### config.mk
export PLATFORM = sky130hd
export DESIGN_NAME = exu_ecl
export DESIGN_NICKNAME = d
export VERILOG_FILES = /design/src/rtl/exu_cfg_pkg.sv /design/src/rtl/exu_op_pkg.sv /design/src/rtl/exu_dispatch.sv /design/src/rtl/exu_bypass.sv /design/src/rtl/exu_writeback.sv /design/src/rtl/exu_ecl.sv
export SDC_FILE = /design/constraint.sdc
export NUM_CORES = 1
export LEC_CHECK = 0
export BUFFER_PORTS_ARGS = -buffer_cell sky130_fd_sc_hd__clkbuf_2
export CORE_AREA = 10 10 286 288
export CTS_BUF_LIST = sky130_fd_sc_hd__clkbuf_4
export DETAILED_ROUTE_END_ITERATION = 7
export DIE_AREA = 0 0 296 298
export GPL_TIMING_DRIVEN = 0
export HOLD_SLACK_MARGIN = 0.06
export PLACE_DENSITY_LB_ADDON = 0.05
export SLEW_MARGIN = 20
export SYNTH_ARGS = -nofsm -noshare
export SYNTH_HDL_FRONTEND = slang
export SYNTH_HIERARCHICAL = 1
export SYNTH_SLANG_ARGS = --single-unit
### constraint.sdc
create_clock -name clk -period 2.5 [get_ports clk]
set_input_delay 0.25 -clock clk [delete_from_list [all_inputs] [get_ports clk]]
set_output_delay 0.25 -clock clk [all_outputs]
set_load 0.02 [all_outputs]
### src/rtl/exu_cfg_pkg.sv
`default_nettype none

package exu_cfg_pkg;

   // data path and register file geometry
   localparam int grlen      = 32;
   localparam int reg_addr_w = 5;

   // raw instruction word
   localparam int inst_w = 32;

   // low bit of each register field in the instruction word
   localparam int rd_lsb = 0;
   localparam int rj_lsb = 5;
   localparam int rk_lsb = 10;

   // one general register value
   typedef logic [grlen-1:0] data_t;

   // register number, r0 reads as zero and is never written
   typedef logic [reg_addr_w-1:0] reg_addr_t;

endpackage

`default_nettype wire

### src/rtl/exu_op_pkg.sv
`default_nettype none

package exu_op_pkg;

   localparam int unit_w = 2;
   localparam int code_w = 4;

   // unit class, picks the execution unit that takes the instruction
   typedef enum logic [unit_w-1:0] {
      unit_alu = 2'd0,
      unit_bru = 2'd1,
      unit_lsu = 2'd2
   } unit_e;

   // operation codes, carried to the units unchanged

   // alu operation
   typedef logic [code_w-1:0] alu_code_t;

   // branch condition
   typedef logic [code_w-1:0] bru_code_t;

   // load/store size and sign
   typedef logic [code_w-1:0] lsu_code_t;

endpackage

`default_nettype wire

### src/rtl/exu_dispatch.sv
`default_nettype none

module exu_dispatch (
   input  wire logic                   clk,
   input  wire logic                   rst,
   input  wire logic                   valid_d,
   input  wire logic [exu_cfg_pkg::inst_w-1:0] inst_d,
   input  exu_cfg_pkg::data_t          pc_d,
   input  exu_op_pkg::unit_e           unit_d,
   input  exu_op_pkg::alu_code_t       alu_code_d,
   input  exu_op_pkg::bru_code_t       bru_code_d,
   input  exu_op_pkg::lsu_code_t       lsu_code_d,
   input  wire logic                   a_pc_d,
   input  wire logic                   b_imm_d,
   input  wire logic                   rd2rj_d,
   input  wire logic                   rd_read_d,
   input  wire logic                   double_read_d,
   input  wire logic                   rf_wen_d,
   input  exu_cfg_pkg::reg_addr_t      rf_target_d,
   input  exu_cfg_pkg::data_t          imm_d,
   input  exu_cfg_pkg::data_t          br_offs_d,
   input  exu_cfg_pkg::data_t          rs1_data_d,
   input  exu_cfg_pkg::data_t          rs2_data_d,
   input  wire logic                   kill_e,

   output exu_cfg_pkg::reg_addr_t      rs1_d,
   output exu_cfg_pkg::reg_addr_t      rs2_d,
   output logic                        alu_valid_e,
   output logic                        bru_valid_e,
   output logic                        lsu_valid_e,
   output logic                        lsu_dispatch_d,
   output exu_op_pkg::alu_code_t       alu_code_e,
   output exu_op_pkg::bru_code_t       bru_code_e,
   output exu_op_pkg::lsu_code_t       lsu_code_e,
   output exu_cfg_pkg::data_t          opa_e,
   output exu_cfg_pkg::data_t          opb_e,
   output exu_cfg_pkg::data_t          imm_e,
   output exu_cfg_pkg::data_t          pc_e,
   output exu_cfg_pkg::data_t          br_offs_e,
   output exu_cfg_pkg::reg_addr_t      rs1_e,
   output exu_cfg_pkg::reg_addr_t      rs2_e,
   output exu_cfg_pkg::reg_addr_t      rf_target_e,
   output logic                        rf_wen_alu_e,
   output logic                        lsu_wen_e,
   output logic                        use_other_e
);

   logic                   inst_vld_d;
   logic                   alu_dispatch_d;
   logic                   bru_dispatch_d;
   logic                   b_imm_sel_d;
   exu_cfg_pkg::data_t     opa_d;
   exu_cfg_pkg::data_t     opb_d;
   exu_cfg_pkg::reg_addr_t rs1_fwd_d;

   // a taken branch in E squashes whatever sits in D
   assign inst_vld_d     = valid_d & ~kill_e;
   assign alu_dispatch_d = inst_vld_d & (unit_d == exu_op_pkg::unit_alu);
   assign bru_dispatch_d = inst_vld_d & (unit_d == exu_op_pkg::unit_bru);
   assign lsu_dispatch_d = inst_vld_d & (unit_d == exu_op_pkg::unit_lsu);

   // register file read addresses
   assign rs1_d = rd2rj_d ? inst_d[exu_cfg_pkg::rd_lsb +: exu_cfg_pkg::reg_addr_w]
                          : inst_d[exu_cfg_pkg::rj_lsb +: exu_cfg_pkg::reg_addr_w];
   assign rs2_d = rd_read_d ? inst_d[exu_cfg_pkg::rd_lsb +: exu_cfg_pkg::reg_addr_w]
                            : inst_d[exu_cfg_pkg::rk_lsb +: exu_cfg_pkg::reg_addr_w];

   // operand choice, immediate only for alu work
   assign b_imm_sel_d = b_imm_d & alu_dispatch_d;
   assign opa_d       = a_pc_d ? pc_d : rs1_data_d;
   assign opb_d       = b_imm_sel_d ? imm_d : rs2_data_d;

   // pc operand carries r0 as source so the bypass leaves it alone
   assign rs1_fwd_d = a_pc_d ? '0 : rs1_d;

   //////////////////////////////////////////////////////////////////////
   // D to E
   //////////////////////////////////////////////////////////////////////

   always_ff @(posedge clk) begin
      if (rst) begin
         alu_valid_e  <= 1'b0;
         bru_valid_e  <= 1'b0;
         lsu_valid_e  <= 1'b0;
         rf_wen_alu_e <= 1'b0;
         lsu_wen_e    <= 1'b0;
      end else begin
         alu_valid_e  <= alu_dispatch_d;
         bru_valid_e  <= bru_dispatch_d;
         lsu_valid_e  <= lsu_dispatch_d;
         rf_wen_alu_e <= rf_wen_d & (unit_d == exu_op_pkg::unit_alu);
         lsu_wen_e    <= rf_wen_d & lsu_dispatch_d;
      end
   end

   // payload, follows the strobes above
   always_ff @(posedge clk) begin
      alu_code_e  <= alu_code_d;
      bru_code_e  <= bru_code_d;
      lsu_code_e  <= lsu_code_d;
      opa_e       <= opa_d;
      opb_e       <= opb_d;
      imm_e       <= imm_d;
      pc_e        <= pc_d;
      br_offs_e   <= br_offs_d;
      rs1_e       <= rs1_fwd_d;
      rs2_e       <= rs2_d;
      rf_target_e <= rf_target_d;
      // rs2 slot holds something other than a register read
      use_other_e <= b_imm_sel_d | (double_read_d & lsu_dispatch_d);
   end

endmodule

`default_nettype wire

### src/rtl/exu_bypass.sv
`default_nettype none

module exu_bypass (
   input  exu_cfg_pkg::data_t     opa_e,
   input  exu_cfg_pkg::data_t     opb_e,
   input  exu_cfg_pkg::data_t     imm_e,
   input  exu_cfg_pkg::data_t     rd_data_m,
   input  exu_cfg_pkg::data_t     rd_data_w,
   input  exu_cfg_pkg::reg_addr_t rs1_e,
   input  exu_cfg_pkg::reg_addr_t rs2_e,
   input  exu_cfg_pkg::reg_addr_t rd_m,
   input  exu_cfg_pkg::reg_addr_t rd_w,
   input  wire logic              wen_m,
   input  wire logic              wen_w,
   input  wire logic              use_other_e,

   output exu_cfg_pkg::data_t     src_a_e,
   output exu_cfg_pkg::data_t     src_b_e,
   output exu_cfg_pkg::data_t     lsu_offset_e
);

   logic live_m;
   logic live_w;
   logic a_sel_m;
   logic a_sel_w;
   logic b_sel_m;
   logic b_sel_w;

   // r0 writes never reach a consumer
   assign live_m = wen_m & (rd_m != '0);
   assign live_w = wen_w & (rd_w != '0);

   //////////////////////////////////////////////////////////////////////
   // operand A
   //////////////////////////////////////////////////////////////////////

   assign a_sel_m = live_m & (rd_m == rs1_e);
   assign a_sel_w = live_w & (rd_w == rs1_e) & ~a_sel_m;

   always_comb begin
      if (a_sel_m) begin
         src_a_e = rd_data_m;
      end else if (a_sel_w) begin
         src_a_e = rd_data_w;
      end else begin
         src_a_e = opa_e;
      end
   end

   //////////////////////////////////////////////////////////////////////
   // operand B
   //////////////////////////////////////////////////////////////////////

   // immediate or indexed slot keeps its registered value
   assign b_sel_m = ~use_other_e & live_m & (rd_m == rs2_e);
   assign b_sel_w = ~use_other_e & live_w & (rd_w == rs2_e) & ~b_sel_m;

   always_comb begin
      if (b_sel_m) begin
         src_b_e = rd_data_m;
      end else if (b_sel_w) begin
         src_b_e = rd_data_w;
      end else begin
         src_b_e = opb_e;
      end
   end

   // indexed access takes B, otherwise the immediate
   assign lsu_offset_e = use_other_e ? src_b_e : imm_e;

endmodule

`default_nettype wire

### src/rtl/exu_writeback.sv
`default_nettype none

module exu_writeback (
   input  wire logic              clk,
   input  wire logic              rst,
   input  wire logic              alu_valid_e,
   input  wire logic              rf_wen_alu_e,
   input  exu_cfg_pkg::reg_addr_t rf_target_e,
   input  exu_cfg_pkg::data_t     alu_res_e,
   input  exu_cfg_pkg::data_t     bru_link_e,
   input  exu_cfg_pkg::data_t     lsu_rdata_m,
   input  wire logic              bru_wen_e,
   input  wire logic              lsu_rdata_valid_m,
   input  wire logic              lsu_wen_m,
   input  wire logic              lsu_dispatch_d,
   input  exu_cfg_pkg::reg_addr_t lsu_rd_m,

   output exu_cfg_pkg::reg_addr_t rd_m,
   output exu_cfg_pkg::reg_addr_t rd_w,
   output exu_cfg_pkg::data_t     rd_data_m,
   output exu_cfg_pkg::data_t     rd_data_w,
   output logic                   wen_m,
   output logic                   wen_w,
   output logic                   stall_req
);

   logic                   alu_wen_m;
   logic                   bru_wen_m;
   exu_cfg_pkg::reg_addr_t rf_target_m;
   exu_cfg_pkg::data_t     alu_res_m;
   exu_cfg_pkg::data_t     bru_link_m;
   logic                   lsu_busy;

   //////////////////////////////////////////////////////////////////////
   // E to M
   //////////////////////////////////////////////////////////////////////

   always_ff @(posedge clk) begin
      if (rst) begin
         alu_wen_m <= 1'b0;
         bru_wen_m <= 1'b0;
      end else begin
         alu_wen_m <= alu_valid_e & rf_wen_alu_e;
         bru_wen_m <= bru_wen_e;
      end
   end

   // branch link shares the alu target
   always_ff @(posedge clk) begin
      rf_target_m <= rf_target_e;
      alu_res_m   <= alu_res_e;
      bru_link_m  <= bru_link_e;
   end

   // load return has its own destination and arrives at M
   assign rd_m = lsu_rdata_valid_m ? lsu_rd_m : rf_target_m;

   always_comb begin
      if (lsu_rdata_valid_m) begin
         rd_data_m = lsu_rdata_m;
      end else if (bru_wen_m) begin
         rd_data_m = bru_link_m;
      end else begin
         rd_data_m = alu_res_m;
      end
   end

   // any unit may claim the write port
   assign wen_m = alu_wen_m | bru_wen_m | (lsu_wen_m & lsu_rdata_valid_m);

   //////////////////////////////////////////////////////////////////////
   // M to W
   //////////////////////////////////////////////////////////////////////

   always_ff @(posedge clk) begin
      if (rst) begin
         wen_w <= 1'b0;
      end else begin
         wen_w <= wen_m;
      end
   end

   always_ff @(posedge clk) begin
      rd_w      <= rd_m;
      rd_data_w <= rd_data_m;
   end

   // load/store outstanding, set by dispatch and cleared by the return
   always_ff @(posedge clk) begin
      if (rst) begin
         lsu_busy <= 1'b0;
      end else begin
         lsu_busy <= lsu_dispatch_d | (lsu_busy & ~lsu_rdata_valid_m);
      end
   end

   // covers the dispatch cycle through the return cycle
   assign stall_req = lsu_dispatch_d | lsu_busy;

endmodule

`default_nettype wire

### src/rtl/exu_ecl.sv
`default_nettype none

module exu_ecl (
   input  wire logic                   clk,
   input  wire logic                   rst,

   // decode stage
   input  wire logic                   valid_d,
   input  wire logic [exu_cfg_pkg::inst_w-1:0] inst_d,
   input  exu_cfg_pkg::data_t          pc_d,
   input  exu_op_pkg::unit_e           unit_d,
   input  exu_op_pkg::alu_code_t       alu_code_d,
   input  exu_op_pkg::bru_code_t       bru_code_d,
   input  exu_op_pkg::lsu_code_t       lsu_code_d,
   input  wire logic                   a_pc_d,
   input  wire logic                   b_imm_d,
   input  wire logic                   rd2rj_d,
   input  wire logic                   rd_read_d,
   input  wire logic                   double_read_d,
   input  wire logic                   rf_wen_d,
   input  exu_cfg_pkg::reg_addr_t      rf_target_d,
   input  exu_cfg_pkg::data_t          imm_d,
   input  exu_cfg_pkg::data_t          br_offs_d,
   input  exu_cfg_pkg::data_t          rs1_data_d,
   input  exu_cfg_pkg::data_t          rs2_data_d,
   output exu_cfg_pkg::reg_addr_t      rs1_d,
   output exu_cfg_pkg::reg_addr_t      rs2_d,

   // alu
   output logic                        alu_valid_e,
   output exu_op_pkg::alu_code_t       alu_code_e,
   output exu_cfg_pkg::data_t          alu_a_e,
   output exu_cfg_pkg::data_t          alu_b_e,
   input  exu_cfg_pkg::data_t          alu_res_e,

   // branch unit
   output logic                        bru_valid_e,
   output exu_op_pkg::bru_code_t       bru_code_e,
   output exu_cfg_pkg::data_t          bru_a_e,
   output exu_cfg_pkg::data_t          bru_b_e,
   output exu_cfg_pkg::data_t          bru_pc_e,
   output exu_cfg_pkg::data_t          bru_offs_e,
   input  exu_cfg_pkg::data_t          bru_target_e,
   input  wire logic                   bru_taken_e,
   input  exu_cfg_pkg::data_t          bru_link_e,
   input  wire logic                   bru_wen_e,

   // load/store unit
   output logic                        lsu_valid_e,
   output exu_op_pkg::lsu_code_t       lsu_code_e,
   output exu_cfg_pkg::data_t          lsu_base_e,
   output exu_cfg_pkg::data_t          lsu_offset_e,
   output exu_cfg_pkg::data_t          lsu_wdata_e,
   output exu_cfg_pkg::reg_addr_t      lsu_rd_e,
   output logic                        lsu_wen_e,
   input  wire logic                   lsu_rdata_valid_m,
   input  exu_cfg_pkg::data_t          lsu_rdata_m,
   input  exu_cfg_pkg::reg_addr_t      lsu_rd_m,
   input  wire logic                   lsu_wen_m,

   // fetch and register file
   output logic                        br_taken_e,
   output exu_cfg_pkg::data_t          br_pc_e,
   output logic                        stall_req,
   output logic                        rf_wen_w,
   output exu_cfg_pkg::reg_addr_t      rf_rd_w,
   output exu_cfg_pkg::data_t          rf_rd_data_w
);

   logic                   kill_e;
   logic                   lsu_dispatch_d;
   logic                   rf_wen_alu_e;
   logic                   use_other_e;
   logic                   wen_m;
   exu_cfg_pkg::data_t     opa_e;
   exu_cfg_pkg::data_t     opb_e;
   exu_cfg_pkg::data_t     imm_e;
   exu_cfg_pkg::data_t     src_a_e;
   exu_cfg_pkg::data_t     src_b_e;
   exu_cfg_pkg::data_t     rd_data_m;
   exu_cfg_pkg::reg_addr_t rs1_e;
   exu_cfg_pkg::reg_addr_t rs2_e;
   exu_cfg_pkg::reg_addr_t rd_m;

   // taken branch redirects fetch and squashes D
   assign kill_e     = bru_valid_e & bru_taken_e;
   assign br_taken_e = kill_e;
   assign br_pc_e    = bru_target_e;

   // all units read the same forwarded operands
   assign alu_a_e     = src_a_e;
   assign alu_b_e     = src_b_e;
   assign bru_a_e     = src_a_e;
   assign bru_b_e     = src_b_e;
   assign lsu_base_e  = src_a_e;
   assign lsu_wdata_e = src_b_e;

   exu_dispatch u_dispatch (
      .clk            (clk),
      .rst            (rst),
      .valid_d        (valid_d),
      .inst_d         (inst_d),
      .pc_d           (pc_d),
      .unit_d         (unit_d),
      .alu_code_d     (alu_code_d),
      .bru_code_d     (bru_code_d),
      .lsu_code_d     (lsu_code_d),
      .a_pc_d         (a_pc_d),
      .b_imm_d        (b_imm_d),
      .rd2rj_d        (rd2rj_d),
      .rd_read_d      (rd_read_d),
      .double_read_d  (double_read_d),
      .rf_wen_d       (rf_wen_d),
      .rf_target_d    (rf_target_d),
      .imm_d          (imm_d),
      .br_offs_d      (br_offs_d),
      .rs1_data_d     (rs1_data_d),
      .rs2_data_d     (rs2_data_d),
      .kill_e         (kill_e),
      .rs1_d          (rs1_d),
      .rs2_d          (rs2_d),
      .alu_valid_e    (alu_valid_e),
      .bru_valid_e    (bru_valid_e),
      .lsu_valid_e    (lsu_valid_e),
      .lsu_dispatch_d (lsu_dispatch_d),
      .alu_code_e     (alu_code_e),
      .bru_code_e     (bru_code_e),
      .lsu_code_e     (lsu_code_e),
      .opa_e          (opa_e),
      .opb_e          (opb_e),
      .imm_e          (imm_e),
      .pc_e           (bru_pc_e),
      .br_offs_e      (bru_offs_e),
      .rs1_e          (rs1_e),
      .rs2_e          (rs2_e),
      .rf_target_e    (lsu_rd_e),
      .rf_wen_alu_e   (rf_wen_alu_e),
      .lsu_wen_e      (lsu_wen_e),
      .use_other_e    (use_other_e)
   );

   exu_bypass u_bypass (
      .opa_e        (opa_e),
      .opb_e        (opb_e),
      .imm_e        (imm_e),
      .rd_data_m    (rd_data_m),
      .rd_data_w    (rf_rd_data_w),
      .rs1_e        (rs1_e),
      .rs2_e        (rs2_e),
      .rd_m         (rd_m),
      .rd_w         (rf_rd_w),
      .wen_m        (wen_m),
      .wen_w        (rf_wen_w),
      .use_other_e  (use_other_e),
      .src_a_e      (src_a_e),
      .src_b_e      (src_b_e),
      .lsu_offset_e (lsu_offset_e)
   );

   // E target is shared by alu, branch link and load/store
   exu_writeback u_writeback (
      .clk               (clk),
      .rst               (rst),
      .alu_valid_e       (alu_valid_e),
      .rf_wen_alu_e      (rf_wen_alu_e),
      .rf_target_e       (lsu_rd_e),
      .alu_res_e         (alu_res_e),
      .bru_link_e        (bru_link_e),
      .lsu_rdata_m       (lsu_rdata_m),
      .bru_wen_e         (bru_wen_e),
      .lsu_rdata_valid_m (lsu_rdata_valid_m),
      .lsu_wen_m         (lsu_wen_m),
      .lsu_dispatch_d    (lsu_dispatch_d),
      .lsu_rd_m          (lsu_rd_m),
      .rd_m              (rd_m),
      .rd_w              (rf_rd_w),
      .rd_data_m         (rd_data_m),
      .rd_data_w         (rf_rd_data_w),
      .wen_m             (wen_m),
      .wen_w             (rf_wen_w),
      .stall_req         (stall_req)
   );

endmodule

`default_nettype wire

==> results.json, run 1 <==
{
  "endpoint": "lsu_base_e[11]",
  "switchingPower_mw": 4.75,
  "start_util_pct": 15.4,
  "clock-sinks": 303,
  "drt_iter0_markers": 314,
  "p_comb_share_pct": 31.6,
  "clk_latency_ns": 0.81,
  "seq_area_frac_synth_pct": 52.0,
  "grt_max_degree": 14,
  "slowest_stage": "or4_4",
  "crit_buf_inv": 5,
  "r2r_end": "u_dispatch/opb_e[1]",
  "use_met3_pct": 4.33,
  "finClkSkew_ns": 0.0507,
  "viasPerCell": 3.83,
  "htree_levels": 3,
  "drive_gt1_share_pct": 54.8,
  "syn_area_um2": 11700,
  "status": "finished with violations",
  "worst_ep_required_time_ns": 2.25,
  "ys_ff_latch": 303,
  "r2r_slack_ns": 0.27,
  "worst-setup-path-type": "reg2out",
  "slew_violations": 0,
  "synth_flop_cell": "dfxtp_1",
  "hold_viol": 0,
  "fin_crit_sh_pct": 138,
  "area_growth_syn_to_layout_pct": 129,
  "clockBufferDepth": 3,
  "drv_cap": 0,
  "met2_usage_pct": 29.4,
  "grt_usage_pct": 15.9,
  "clkSlewWorstSetupHoldPaths_ns": 0.06,
  "crit_fanout": 8,
  "ys_warn_count": 6,
  "layout_setup_ws_ns": -0.954,
  "core_um2": 75700,
  "r2r-start": "u_dispatch/bru_valid_e",
  "finalSetupTns_ns": -166.71,
  "hp-class": "in2reg",
  "crit_path_end_kind": "primary output",
  "setup_viol": 192,
  "top_usage_layer": "met2",
  "drc": 0,
  "nets": 2748,
  "dpl_worst_slack_ns": -1.17,
  "holdWs_ns": 0.156,
  "ir_worst_vdd_v": 0.000318,
  "wire_per_inst_um": 21.1,
  "crit_path_cell_trace": "mux2_4, or4_4, o211ai_4, buf_6, or2_4, buf_12, buf_12, a31oi_4, buf_6, buf_8",
  "cts_tree": "built",
  "crit_start": "u_writeback/rf_target_m[4]",
  "met1_usage_pct": 17.5,
  "synth_edf_count": 0,
  "max_slew_margin_pct": 48.1,
  "first_global_vias": 15100,
  "die_y_um": 298,
  "wl_um": 72700,
  "syn_inst": 1069,
  "root_buffer": "clkbuf_4",
  "postRouteAntennaNets": 0,
  "p_seq_share_pct": 35.6,
  "violations": "setup timing",
  "io_buffers": 696,
  "pwr-share-clk_pct": 32.8,
  "crit_cells": 10,
  "r2r_cells": 6,
  "antenna_found_initial": 6,
  "period_minus_slack_ns": 3.45,
  "power_switching_share_pct": 31.8,
  "grt-ovfl-total": 0,
  "place.detailed.hpwl_um": 56300,
  "syn_nets": 1426,
  "p_leak_nw": 11.8,
  "die_w_um": 296,
  "rows": 101,
  "fmax_mhz": 290,
  "synthArstFlopShare_pct": 0,
  "worst_pin_slew_ns": 0.779,
  "avgSynthCellArea_um2": 10.9,
  "rsz0062_at_grt": "yes",
  "p_int_mw": 10.2,
  "globalplace.congestion": 0.768,
  "grt_first_pass_wirelength_um": 103000,
  "fp.dieArea_um2": 88200,
  "synth_cell_types": 43,
  "num_io_pins": 748,
  "powerDensity_nw_per_um2": 559,
  "critPathLaunchType": "flip-flop",
  "cpPeakStageDelay_ns": 0.58,
  "path_delay_family": "buffers and inverters",
  "vias": 13200,
  "arrival_ns": 3.20,
  "drtPass1Iterations": 5,
  "numCtsBuffers": 94
}
## worst min-delay path by stage
stage | from | endpoint | slack, ns | cells after the start
after floorplan | alu_code_d[0] | u_dispatch/alu_code_e[0] | 0.28 | 0
after global placement | u_dispatch/rf_target_e[0] | u_writeback/rf_target_m[0] | 0.34 | 0
after detailed placement | u_dispatch/rf_target_e[0] | u_writeback/rf_target_m[0] | 0.34 | 0
after CTS | imm_d[19] | u_dispatch/imm_e[19] | 0.06 | 2
after global routing | a_pc_d | u_dispatch/opa_e[4] | 0.09 | 2
final | lsu_rdata_valid_m | u_writeback/rd_data_w[10] | 0.16 | 4
## power groups by stage
stage	clock (mW)	combinational, mW	sequential, mW
floorplan	0	1.70	5.50
global placement	0	3.15	5.41
detailed placement	0	3.15	5.41
CTS	5.20	4.55	5.32
global route	5.45	5.00	5.35
finish	4.90	4.71	5.32
## sequential cells by signal (all words and copies together), names as in the netlist, 4 cells and up
signal                   flops
u_dispatch/alu_code_e        4
u_dispatch/br_offs_e        32
u_dispatch/bru_code_e        4
u_dispatch/imm_e            32
u_dispatch/lsu_code_e        4
u_dispatch/opa_e            32
u_dispatch/opb_e            32
u_dispatch/pc_e             32
u_dispatch/rf_target_e       5
u_dispatch/rs1_e             5
u_dispatch/rs2_e             5
u_writeback/alu_res_m       32
u_writeback/bru_link_m      32
u_writeback/rd_data_w       32
u_writeback/rd_w             5
u_writeback/rf_target_m      5
## cell usage after synthesis (14+ instances only)
cell | n | area share [%]
a31oi_1 | 64 | 3.4
buf_2 | 14 | 0.60
buf_4 | 167 | 11
clkbuf_1 | 46 | 1.5
dfxtp_1 | 303 | 52
mux2_2 | 77 | 7.4
mux2_4 | 34 | 4.4
mux2i_1 | 32 | 2.7
nand2_1 | 35 | 1.1
nand3_1 | 32 | 1.4
nand4_1 | 35 | 1.9
nor3_1 | 65 | 2.8
o21ai_0 | 34 | 1.5
o21ai_1 | 29 | 1.2
o31ai_1 | 32 | 2.1
xnor2_1 | 14 | 1.1
## final cells by class
class	instances	area, µm²
Timing Repair Buffer	1232	10500
Clock buffer	136	1020
Tap cell	978	1220
Buffer	231	2300
Multi-Input combinational cell	527	5390
Fill cell	7719	49000
Sequential cell	303	6070
Clock inverter	29	151
Antenna cell	4	10.0
Inverter	2	7.51
## stage by stage
step / area [µm²] / std cells / util [%] / power [mW]
2_1_floorplan: 12700 / 1069 / - / 7.19
5_1_grt: 26700 / 3441 / 35.3 / 15.8
4_1_cts: 26300 / 3442 / 34.7 / 15.1
3_3_place_gp: 17400 / 2743 / 23.0 / 8.56
3_5_place_dp: 17400 / 2745 / 23.0 / 8.56
6_report: 26700 / 3442 / 35.3 / 14.9
## placed cells by master (no fill, tap or decap), types with 35 or more instances in the layout
cell and n:
a31oi_4 64, buf_4 75, buf_6 171, buf_8 137, clkbuf_2 525, clkbuf_4 144
dfxtp_1 299, dlygate4sd3_1 502, mux2_2 77, nand2_1 35, nand4_1 35, nor3_1 42
## routing by layer
metal	up-vias	part of all wire, %
met5	-	0.033
met4	4	2.0
met3	102	7.2
met2	465	53
met1	6239	38
li1	6371	-
## kinds of logic (layout without fill, tap and decap cells)
| kind of cell | Yosys count | in the layout | synth area share (%) |
|---|---|---|---|
| AOI/OAI and AO/OA | 168 | 168 | 8.89 |
| xor gates and xnor gates | 20 | 20 | 1.50 |
| buffers and inverters | 239 | 1630 | 14.1 |
| DFF | 303 | 303 | 52.0 |
| muxes | 143 | 143 | 14.5 |
| other | 0 | 4 | 0 |
| and+or+nand+nor | 196 | 196 | 8.99 |
## worst register-to-register path, stage by stage (launching register included)
cell           delay [ns]
dfxtp_1              0.31
and2_1               0.20
nand2b_4             0.16
or4b_4               0.48
buf_6                0.15
mux2_2               0.26
dlygate4sd3_1        0.55
## timing repair
item                                    in CTS  in global routing
endpoints found under the hold margin      298                  0
pin swaps                                   48                 57
resized for setup                          547                268
hold buffers                               502                  0
endpoints found under the setup margin     223                193
setup buffers                               29                  1
gates cloned                                 7                  1
No activity file was read; power rests on OpenSTA's default activity.
==> inputs of run 2 (changes only) <==
==> constraint.sdc (replaced) <==
create_clock -name clk -period 4.45 [get_ports clk]
set_input_delay 0.445 -clock clk [delete_from_list [all_inputs] [get_ports clk]]
set_output_delay 0.445 -clock clk [all_outputs]
set_load 0.02 [all_outputs]
==> results.json, run 2 (same netlist as run 1, synthesis figures left out) <==
{
  "status": "complete, no violations",
  "clock-sinks": 303,
  "hold_viol": 0,
  "wl_um": 69900,
  "final.fill_count": 8195,
  "globalplace.congestion": 0.749,
  "holdCritStartpoint": "lsu_rdata_valid_m",
  "worst_ep_required_time_ns": 4.01,
  "powerDensity_nw_per_um2": 370,
  "setup_viol": 0,
  "r2r_end": "u_dispatch/lsu_wen_e",
  "postRouteAntennaNets": 0,
  "layout_common_cells": "clkbuf_2, dlygate4sd3_1, dfxtp_1",
  "root_buffer": "clkbuf_4",
  "hold-path-cell-count": 3,
  "drt_iter0_markers": 421,
  "start_util_pct": 15.4,
  "drtPass1Iterations": 5,
  "clkSlewWorstSetupHoldPaths_ns": 0.06,
  "vias": 12300,
  "hp-class": "in2reg",
  "clockBufferDepth": 3,
  "grt_usage_pct": 15.1,
  "worst_pin_slew_ns": 1.04,
  "finalPower_mw": 7.76,
  "antenna_found_initial": 7,
  "place.detailed.hpwl_um": 56300,
  "area_growth_syn_to_layout_pct": 79.6,
  "wire_per_inst_um": 21.6,
  "drv_cap": 0,
  "grt-ovfl-total": 0,
  "viasPerCell": 3.80,
  "crit_path_cell_trace": "xor2_1, or3_1, clkbuf_1, clkbuf_1, o31ai_1, a31oi_1, buf_4, clkbuf_2",
  "r2r_cells": 6,
  "p_leak_nw": 9.77,
  "rows": 101,
  "fmax_mhz": 240,
  "cpPeakStageDelay_ns": 0.61,
  "ir_worst_vdd_v": 0.000190,
  "htree_levels": 3,
  "slew_violations": 0,
  "whs_endpoint": "u_writeback/rd_data_w[0]",
  "worst-setup-path-type": "reg2out",
  "core_um2": 75700,
  "cts_tree": "built",
  "finalSetupTns_ns": 0,
  "io_buffers": 696,
  "nets": 2548,
  "fin_crit_sh_pct": 93.8,
  "first_global_vias": 13900,
  "drive_gt1_share_pct": 52.1,
  "critPathLaunchType": "flip-flop",
  "fp.dieArea_um2": 88200,
  "crit_path_end_kind": "primary output",
  "period_minus_slack_ns": 4.17,
  "grt_max_degree": 16,
  "rsz0062_at_grt": "no",
  "r2r_slack_ns": 1.91,
  "finClkSkew_ns": 0.0738,
  "slowest_stage": "o31ai_1",
  "crit_top_cell": "clkbuf_1",
  "crit_buf_inv": 4,
  "die_w_um": 296,
  "drc": 0,
  "die_y_um": 298,
  "fin_util_pct": 27.7,
  "final_common_cell": "clkbuf_2",
  "num_io_pins": 748,
  "grt_first_pass_wirelength_um": 96300,
  "numCtsBuffers": 100,
  "crit_fanout": 10,
  "path_delay_family": "buffers and inverters",
  "clk_latency_ns": 0.82,
  "arrival_ns": 3.73,
  "max_slew_margin_pct": 30.8,
  "r2r-start": "u_dispatch/bru_valid_e"
}
==> run 2: layout make-up <==
cell class / count / area, µm² / area share, %
Antenna cell: 5 / 12.5 / 0.0597
Buffer: 235 / 1630 / 7.78
Multi-Input combinational cell: 527 / 4050 / 19.3
Tap cell: 978 / 1220 / 5.84
Clock buffer: 138 / 1040 / 4.94
Clock inverter: 32 / 191 / 0.913
Sequential cell: 303 / 6070 / 28.9
Inverter: 2 / 7.51 / 0.0358
Timing Repair Buffer: 1022 / 6750 / 32.2
==> run 2: worst max path at each step <==
stage / cells past startpoint / start / slack, ns / to
floorplan: 9 / lsu_rdata_valid_m / 1.25 / bru_a_e[10]
global placement: 8 / u_dispatch/use_other_e / 0.01 / bru_b_e[1]
detailed placement: 11 / lsu_rdata_valid_m / 0.06 / lsu_wdata_e[0]
CTS: 8 / u_writeback/rd_w[2] / 0.007 / lsu_base_e[11]
global route: 7 / u_writeback/rd_w[1] / 0.003 / lsu_base_e[22]
finish: 8 / u_writeback/rd_w[2] / 0.28 / lsu_base_e[11]
==> run 2: metal layers <==
metal	share of wire, %	routed length [µm]	GRT usage [%]	up-vias
met4	2.4	1710	4.87	6
met5	0.059	41	0	-
met2	51	35700	27.5	556
met1	38	26400	16.1	5721
met3	8.6	6040	5.19	96
li1	-	-	-	5943
==> run 2: power by group <==
part / switching (mW) / internal, mW / total [mW]
clock network: 1.33 / 1.53 / 2.86
logic: 1.10 / 0.822 / 1.92
registers: 0.0886 / 2.89 / 2.97
==> run 2: what timing repair did <==
item,4_1_cts,5_1_grt
endpoints found under the hold margin,298,0
hold buffers,316,0
setup endpoints to repair,173,14
resized for setup,7,6
pin swaps,4,0
buffers inserted,8,0
gates cloned,0,0
==> run 2: worst register-to-register path: stages, from the launching register on <==
cell and delay, ns:
dfxtp_1 0.31, and2_1 0.18, nor4bb_1 0.56, dlygate4sd3_1 0.63, nor2b_1 0.14, and2_1 0.13, dlygate4sd3_1 0.54
==> run 2: through the flow <==
stage	area (µm²)	cells	worst slack [ns]	hold WS [ns]
after detailed placement	16400	2745	0.0563	0.344
after CTS	20900	3238	0.00694	0.0715
final	21000	3242	0.276	0.197
after global placement	16400	2743	0.0141	0.341
after floorplan	11700	1069	1.25	0.395
after global routing	21000	3240	0.00266	0.102
